--- src/hdl/spi_pkg.sv ---
package spi_pkg;

   // Serial data word, also the width of the host data bus
   typedef logic [31:0] spi_data_t;

   // Register offset inside one channel
   typedef logic [1:0] spi_reg_addr_t;

   // Host address, bit 2 picks the channel
   typedef logic [2:0] spi_host_addr_t;

   // Serial clock period counter within a frame
   typedef logic [5:0] spi_frame_cnt_t;

   // Register map of one channel
   localparam spi_reg_addr_t SPI_ADDR_INTR_EN = 2'd0;
   localparam spi_reg_addr_t SPI_ADDR_READY   = 2'd1;
   localparam spi_reg_addr_t SPI_ADDR_TX      = 2'd2;
   localparam spi_reg_addr_t SPI_ADDR_RX      = 2'd3;

   // Slave select is low from period 16 through period 47
   localparam spi_frame_cnt_t SPI_SS_FIRST = 6'd16;
   localparam spi_frame_cnt_t SPI_SS_LAST  = 6'd47;

   // Counter parks here once the frame is over
   localparam spi_frame_cnt_t SPI_FRAME_LAST = 6'd63;

   // clk cycles per half period of sclk, must be 2 or more
   localparam int SCLK_HALF_DIV = 4;

   // Bus arbiter states
   typedef enum logic [1:0] {
      idle,
      busy_ch0,
      busy_ch1
   } arb_state_t;

endpackage

--- src/hdl/spi_port_if.sv ---
// Link between one master channel and the shared bus arbiter
interface spi_port_if;

   // Channel wants the bus for one frame
   logic req;
   // Bus is owned by this channel
   logic grant;
   // Per-channel slave select, active low
   logic ss;
   logic mosi;
   // Shared miso, forced to 0 unless granted
   logic miso;
   // One-cycle pulse when the low phase of ss is over
   logic done;

   modport master (
      output req,
      output ss,
      output mosi,
      input  grant,
      input  miso,
      input  done
   );

   modport arbiter (
      input  req,
      input  ss,
      input  mosi,
      output grant,
      output miso,
      output done
   );

endinterface

--- src/hdl/spi_clk_gen.sv ---
module spi_clk_gen (
   input  logic clk,
   input  logic rst,
   output logic sclk,
   output logic sclk_fall
);

   logic [$clog2(spi_pkg::SCLK_HALF_DIV)-1:0] div_cnt;
   logic                                      half_end;

   // Last clk cycle of the current sclk half period
   assign half_end = (div_cnt == $bits(div_cnt)'(spi_pkg::SCLK_HALF_DIV - 1));

   always_ff @(posedge clk or posedge rst) begin
      if (rst) begin
         div_cnt <= '0;
      end else if (half_end) begin
         div_cnt <= '0;
      end else begin
         div_cnt <= div_cnt + 1'b1;
      end
   end

   // sclk level, starts low out of reset
   always_ff @(posedge clk or posedge rst) begin
      if (rst) begin
         sclk <= 1'b0;
      end else if (half_end) begin
         sclk <= ~sclk;
      end
   end

   // High in the cycle whose closing edge takes sclk from 1 to 0,
   // so logic clocked by this strobe moves together with the falling edge
   assign sclk_fall = sclk & half_end;

endmodule

--- src/hdl/spi_master.sv ---
module spi_master (
   input  logic               clk,
   input  logic               rst,
   input  logic               sclk_fall,
   input  logic               sel,
   input  logic               we,
   input  spi_pkg::spi_reg_addr_t address,
   input  spi_pkg::spi_data_t     data_in,
   output spi_pkg::spi_data_t     data_out,
   output logic               interrupt,
   spi_port_if.master         port
);

   // Register side
   logic tx_wr;
   logic tx_start;
   logic rx_rd;
   logic intr_en_wr;
   logic intr_en;
   logic ready;

   // Serial side
   spi_pkg::spi_frame_cnt_t frame_cnt;
   logic                    active;
   logic                    ss_low;
   spi_pkg::spi_data_t      tx_shift;
   spi_pkg::spi_data_t      rx_shift;

   // Address decoder
   always_comb begin
      tx_wr      = 1'b0;
      rx_rd      = 1'b0;
      intr_en_wr = 1'b0;
      data_out   = '0;
      case (address)
         spi_pkg::SPI_ADDR_INTR_EN: begin
            intr_en_wr = sel & we;
         end
         spi_pkg::SPI_ADDR_READY: begin
            data_out = {30'd0, port.req, ready};
         end
         spi_pkg::SPI_ADDR_TX: begin
            tx_wr = sel & we;
         end
         spi_pkg::SPI_ADDR_RX: begin
            data_out = rx_shift;
            rx_rd    = sel & ~we;
         end
         default: begin
            data_out = '0;
         end
      endcase
   end

   // Writes to TX while a frame is pending or running are dropped
   assign tx_start = tx_wr & ~port.req;

   // Transmit word goes straight into the shift register
   always_ff @(posedge clk) begin
      if (tx_start) begin
         tx_shift <= data_in;
      end else if (sclk_fall && ss_low) begin
         tx_shift <= tx_shift >> 1;
      end
   end

   // LSB first, miso enters at the top
   always_ff @(posedge clk) begin
      if (sclk_fall && ss_low) begin
         rx_shift <= {port.miso, rx_shift[31:1]};
      end
   end

   // Bus request, dropped once the frame tail is over
   always_ff @(posedge clk or posedge rst) begin
      if (rst) begin
         port.req <= 1'b0;
      end else if (tx_start) begin
         port.req <= 1'b1;
      end else if (active && frame_cnt == spi_pkg::SPI_FRAME_LAST) begin
         port.req <= 1'b0;
      end
   end

   // Frame counter
   // Period 0 begins at the first falling sclk edge after grant
   always_ff @(posedge clk or posedge rst) begin
      if (rst) begin
         active    <= 1'b0;
         frame_cnt <= '0;
      end else if (!active) begin
         if (sclk_fall && port.grant && port.req) begin
            active    <= 1'b1;
            frame_cnt <= '0;
         end
      end else if (frame_cnt == spi_pkg::SPI_FRAME_LAST) begin
         active <= 1'b0;
      end else if (sclk_fall) begin
         frame_cnt <= frame_cnt + 1'b1;
      end
   end

   assign ss_low = active &&
                   (frame_cnt >= spi_pkg::SPI_SS_FIRST) &&
                   (frame_cnt <= spi_pkg::SPI_SS_LAST);

   assign port.ss   = ~ss_low;
   // Quiet line outside the data phase
   assign port.mosi = ss_low & tx_shift[0];

   // Ready flag
   always_ff @(posedge clk or posedge rst) begin
      if (rst) begin
         ready <= 1'b0;
      end else if (port.done) begin
         ready <= 1'b1;
      end else if (tx_start || rx_rd) begin
         ready <= 1'b0;
      end
   end

   always_ff @(posedge clk or posedge rst) begin
      if (rst) begin
         intr_en <= 1'b0;
      end else if (intr_en_wr) begin
         intr_en <= data_in[0];
      end
   end

   assign interrupt = intr_en & ready;

endmodule

--- src/hdl/spi_bus_arbiter.sv ---
module spi_bus_arbiter (
   input  logic        clk,
   input  logic        rst,
   spi_port_if.arbiter port_0,
   spi_port_if.arbiter port_1,
   output logic        mosi,
   input  logic        miso
);

   spi_pkg::arb_state_t state;
   spi_pkg::arb_state_t state_next;
   // 1 when channel 1 held the bus last
   logic                last_owner;
   logic                ss_0_q;
   logic                ss_1_q;

   // Owner selection, alternating on collisions
   always_comb begin
      state_next = state;
      unique case (state)
         spi_pkg::idle: begin
            if (port_0.req && port_1.req) begin
               state_next = last_owner ? spi_pkg::busy_ch0 : spi_pkg::busy_ch1;
            end else if (port_0.req) begin
               state_next = spi_pkg::busy_ch0;
            end else if (port_1.req) begin
               state_next = spi_pkg::busy_ch1;
            end
         end
         spi_pkg::busy_ch0: begin
            if (!port_0.req) begin
               state_next = spi_pkg::idle;
            end
         end
         spi_pkg::busy_ch1: begin
            if (!port_1.req) begin
               state_next = spi_pkg::idle;
            end
         end
         default: begin
            state_next = spi_pkg::idle;
         end
      endcase
   end

   always_ff @(posedge clk or posedge rst) begin
      if (rst) begin
         state      <= spi_pkg::idle;
         last_owner <= 1'b1;
      end else begin
         state <= state_next;
         if (state == spi_pkg::busy_ch0 && !port_0.req) begin
            last_owner <= 1'b0;
         end else if (state == spi_pkg::busy_ch1 && !port_1.req) begin
            last_owner <= 1'b1;
         end
      end
   end

   // Previous ss levels for the end-of-data detection
   always_ff @(posedge clk or posedge rst) begin
      if (rst) begin
         ss_0_q <= 1'b1;
         ss_1_q <= 1'b1;
      end else begin
         ss_0_q <= port_0.ss;
         ss_1_q <= port_1.ss;
      end
   end

   // Grant drops in the same cycle as req
   assign port_0.grant = (state == spi_pkg::busy_ch0) & port_0.req;
   assign port_1.grant = (state == spi_pkg::busy_ch1) & port_1.req;

   // ss rising edge of the owner
   assign port_0.done = (state == spi_pkg::busy_ch0) & port_0.ss & ~ss_0_q;
   assign port_1.done = (state == spi_pkg::busy_ch1) & port_1.ss & ~ss_1_q;

   assign port_0.miso = (state == spi_pkg::busy_ch0) & miso;
   assign port_1.miso = (state == spi_pkg::busy_ch1) & miso;

   always_comb begin
      case (state)
         spi_pkg::busy_ch0: mosi = port_0.mosi;
         spi_pkg::busy_ch1: mosi = port_1.mosi;
         default:           mosi = 1'b0;
      endcase
   end

endmodule

--- src/hdl/spi_subsys_top.sv ---
module spi_subsys_top (
   input  logic                    clk,
   input  logic                    rst,
   // Host side
   input  logic                    sel,
   input  logic                    we,
   input  spi_pkg::spi_host_addr_t address,
   input  spi_pkg::spi_data_t      data_in,
   output spi_pkg::spi_data_t      data_out,
   output logic                    interrupt_0,
   output logic                    interrupt_1,
   // Shared SPI bus
   output logic                    sclk,
   output logic                    mosi,
   input  logic                    miso,
   output logic                    ss_0,
   output logic                    ss_1
);

   logic                   sclk_fall;
   logic                   sel_0;
   logic                   sel_1;
   spi_pkg::spi_reg_addr_t reg_addr;
   spi_pkg::spi_data_t     data_out_0;
   spi_pkg::spi_data_t     data_out_1;

   spi_port_if port_0_if ();
   spi_port_if port_1_if ();

   // Channel select from address bit 2
   assign sel_0    = sel & ~address[2];
   assign sel_1    = sel & address[2];
   assign reg_addr = address[1:0];
   assign data_out = address[2] ? data_out_1 : data_out_0;

   assign ss_0 = port_0_if.ss;
   assign ss_1 = port_1_if.ss;

   spi_clk_gen clk_gen_inst (
      .clk       (clk),
      .rst       (rst),
      .sclk      (sclk),
      .sclk_fall (sclk_fall)
   );

   spi_master ch0 (
      .clk       (clk),
      .rst       (rst),
      .sclk_fall (sclk_fall),
      .sel       (sel_0),
      .we        (we),
      .address   (reg_addr),
      .data_in   (data_in),
      .data_out  (data_out_0),
      .interrupt (interrupt_0),
      .port      (port_0_if.master)
   );

   spi_master ch1 (
      .clk       (clk),
      .rst       (rst),
      .sclk_fall (sclk_fall),
      .sel       (sel_1),
      .we        (we),
      .address   (reg_addr),
      .data_in   (data_in),
      .data_out  (data_out_1),
      .interrupt (interrupt_1),
      .port      (port_1_if.master)
   );

   spi_bus_arbiter arbiter_inst (
      .clk    (clk),
      .rst    (rst),
      .port_0 (port_0_if.arbiter),
      .port_1 (port_1_if.arbiter),
      .mosi   (mosi),
      .miso   (miso)
   );

endmodule

--- config.mk ---
export PLATFORM = sky130hd
export DESIGN_NAME = spi_subsys_top
export DESIGN_NICKNAME = d
export VERILOG_FILES = /design/src/hdl/spi_pkg.sv /design/src/hdl/spi_port_if.sv /design/src/hdl/spi_clk_gen.sv /design/src/hdl/spi_master.sv /design/src/hdl/spi_bus_arbiter.sv /design/src/hdl/spi_subsys_top.sv
export SDC_FILE = /design/constraint.sdc
export NUM_CORES = 1
export LEC_CHECK = 0
export BUFFER_PORTS_ARGS = -buffer_cell sky130_fd_sc_hd__buf_4
export CAP_MARGIN = 20
export CORE_MARGIN = 8
export CORE_UTILIZATION = 37
export DETAILED_ROUTE_END_ITERATION = 6
export GPL_TIMING_DRIVEN = 0
export PLACE_DENSITY = 0.61
export REMOVE_ABC_BUFFERS = 1
export SYNTH_ARGS = -nofsm -noshare
export SYNTH_HDL_FRONTEND = slang
export SYNTH_SLANG_ARGS = --single-unit
--- constraint.sdc ---
create_clock -name clk -period 8.83 [get_ports clk]
set_input_delay 0.4415 -clock clk [delete_from_list [all_inputs] [get_ports clk]]
set_output_delay 0.4415 -clock clk [all_outputs]
set_load 0.02 [all_outputs]
==> results.sh <==
export IMPL_drc=0
export IMPL_hpwl_um=8450
export IMPL_cap_violations=0
export IMPL_crit_required_ns=8.87
export IMPL_drt_wl_total_um=13000
export IMPL_min_period_ns=2.59
export IMPL_slew_headroom=0.329
export IMPL_worstMarginPinSlew_ns=1.00
export IMPL_peakVddDrop_v=0.000127
export IMPL_ioPinCount=78
export IMPL_setup_slack_ns=6.24
export IMPL_leakagePower_uw=0.00328
export IMPL_cts_sinks=156
export IMPL_synth_top_family_by_area="multiplexers"
export IMPL_clk_latency_ns=0.42
export IMPL_cp_data_arrival_time_ns=2.62
export IMPL_die_h_um=151
export IMPL_tritoncts="yes"
export IMPL_synth_cell_types=45
export IMPL_r2r_start="ch1.active"
export IMPL_area_growth_pct=22.8
export IMPL_first_pass_iters=5
export IMPL_hp_class="input port to register"
export IMPL_synthXorXnorAreaFrac=0.00392
export IMPL_vias_per_cell=4.93
export IMPL_synth_area_mux_share=0.176
export IMPL_track_usage=0.121
export IMPL_synth_simple_gate_area_frac=0.0750
export IMPL_port_buffers=77
export IMPL_die_w_um=151
export IMPL_numCtsBuffers=17
export IMPL_pwr_density_cell_mw_per_mm2=196
export IMPL_netlist_area_mm2=0.00671
export IMPL_async_flop_share=0.179
export IMPL_start_util=0.375
export IMPL_synth_warnings=0
export IMPL_hold_viol_final=0
export IMPL_grt_overflow=0
export IMPL_nets=559
export IMPL_antenna_found_initial=0
export IMPL_die_area_mm2=0.0227
export IMPL_worstSetupStartpointType="register"
export IMPL_cp_max_fo=32
export IMPL_clkTransAtPathRegs_ns=0.06
export IMPL_finalCritPeriodShare=0.293
export IMPL_globalplace_congestion=0.735
export IMPL_ys_seq_elements=156
export IMPL_min_path_cells=2
export IMPL_fmax_mhz=386
export IMPL_grt_pass1_vias=3972
export IMPL_drtAntennaViolNets=0
export IMPL_ys_seq_area_frac=0.678
export IMPL_end_kind="register"
export IMPL_rrSetupSlack_ns=6.24
export IMPL_antenna_cells=0
export IMPL_drive_gt1_frac=0.297
export IMPL_cts_setup_buffers=0
export IMPL_synth_edf_count=128
export IMPL_synthFlopType="edfxtp_1"
export IMPL_crit_end="ch1.tx_shift[28]"
export IMPL_synthCells=430
export IMPL_htreeDepth=4
export IMPL_setup_viol=0
export IMPL_core_mm2=0.0179
export IMPL_first_iter_violations=225
export IMPL_fin_setup_tns_ns=0
export IMPL_status="finished, final reports clean"
export IMPL_avgSynthCellArea_um2=15.6
export IMPL_fin_skew_ns=0.0206
export IMPL_crit_start="ch1.active"
export IMPL_synth_compound_area_frac=0.0349
export IMPL_avgRoutedWirePerCell_um=17.3
export IMPL_critPathKind="register to register"
export IMPL_grt_pass1_wl_um=21400
export IMPL_vias=3719
export IMPL_slew_viol_final=0
export IMPL_synthAdderAreaFrac=0.0112
export IMPL_cts_root_buffer="clkbuf_16"
export IMPL_worstRegToRegCells=3
export IMPL_rsz0062_at_grt="false"
export IMPL_cts_max_path_buffers=2
export IMPL_num_rows=49
export IMPL_pre_cts_slack_ns=6.03
export IMPL_grt_max_degree=38
export IMPL_r2r_end="ch1.tx_shift[28]"
repair_timing:
action                                 CTS  global route
hold buffers                             0             1
endpoints found under the hold margin    0             1
resized for setup                        0             0
metal layers:
| metal | track usage | share of wire | wire length (µm) |
|---|---|---|---|
| met5 | 0 | 0 | 0 |
| met2 | 0.191 | 0.49 | 6360 |
| met1 | 0.158 | 0.46 | 5960 |
| met3 | 0.0385 | 0.050 | 658 |
| met4 | 0.0356 | 0.0045 | 59 |
synthesized netlist by cell type, types with 9 or more instances:
cell      number  area (µm²)
nor2_1        41         154
buf_2          9        45.0
edfxtp_1     128        3840
mux2_1        32         360
nand2_1       17        63.8
mux2_4        26         390
dfrtp_1       25         626
mux2i_1       32         320
nand3_1       12        60.1
and2_1        10        62.6
o21ai_0       11        55.1
critical path: stages, from the launching register on:
cell and delay (ns):
dfrtp_1 0.58, nand2_1 0.29, nor2_4 0.53, or2_2 0.77
stage by stage:
stage,cells,utilization,instance area [µm²],hold slack [ns],power (µW)
final,755,0.460,8240,0.303,1620
after global routing,755,0.460,8240,0.296,1670
after CTS,753,0.458,8200,0.292,1630
after detailed placement,721,0.423,7580,0.431,863
after global placement,717,0.417,7460,0.414,862
after floorplan,411,-,6590,0.403,830
power by group:
part           switching, µW  internal [µW]  total (µW)
clock network            293            474         767
registers               2.11            790         792
logic                   27.8           28.4        56.2
registers in the layout, summed over array words and instances (netlist names), 2 cells and up:
| name | flops |
|---|---|
| arbiter_inst.state | 2 |
| ch0.rx_shift | 32 |
| ch1.frame_cnt | 6 |
| ch1.tx_shift | 32 |
| ch0.frame_cnt | 6 |
| clk_gen_inst.div_cnt | 2 |
| ch0.tx_shift | 32 |
| ch1.rx_shift | 32 |
final cells by class:
| cell class | instances | area (µm²) |
|---|---|---|
| tap | 229 | 287 |
| clock inverter | 14 | 195 |
| fill | 1602 | 9660 |
| inverter | 6 | 22.5 |
| timing repair buffer | 83 | 706 |
| sequential | 156 | 4550 |
| clock buffer | 18 | 429 |
| multi-input combinational | 249 | 2050 |
cells in the final DEF, fill, tap and decap left out, types with 6 or more instances in the layout:
| master | instances |
|---|---|
| mux2_4 | 26 |
| nand3_1 | 12 |
| mux2_1 | 32 |
| edfxtp_1 | 128 |
| mux2i_1 | 32 |
| ha_1 | 6 |
| nand2b_1 | 6 |
| nand2_1 | 17 |
| inv_1 | 6 |
| clkbuf_16 | 17 |
| dfrtp_1 | 25 |
| o21ai_0 | 11 |
| buf_4 | 77 |
| and2_1 | 10 |
| nor2_1 | 39 |
| mux2_2 | 6 |
how the worst min path moves through the flow:
stage                                       start                 endpoint  slack, ns
after floorplan           clk_gen_inst.div_cnt[0]  clk_gen_inst.div_cnt[0]       0.40
after global placement    clk_gen_inst.div_cnt[0]  clk_gen_inst.div_cnt[0]       0.41
after detailed placement  clk_gen_inst.div_cnt[0]  clk_gen_inst.div_cnt[0]       0.43
after CTS                              data_in[0]              ch0.intr_en       0.29
after global routing                   data_in[0]              ch1.intr_en       0.30
final                                  data_in[0]              ch0.intr_en       0.30
cells by family (layout without fill, tap and decap cells):
group / count (synthesis) / count (layout)
mux: 98 / 98
simple gates: 104 / 104
xor+xnor: 3 / 3
fa+ha+maj: 6 / 6
buf+inv: 25 / 121
flops: 156 / 156
compound gates: 38 / 38
Power figures use the tool's default switching activity.
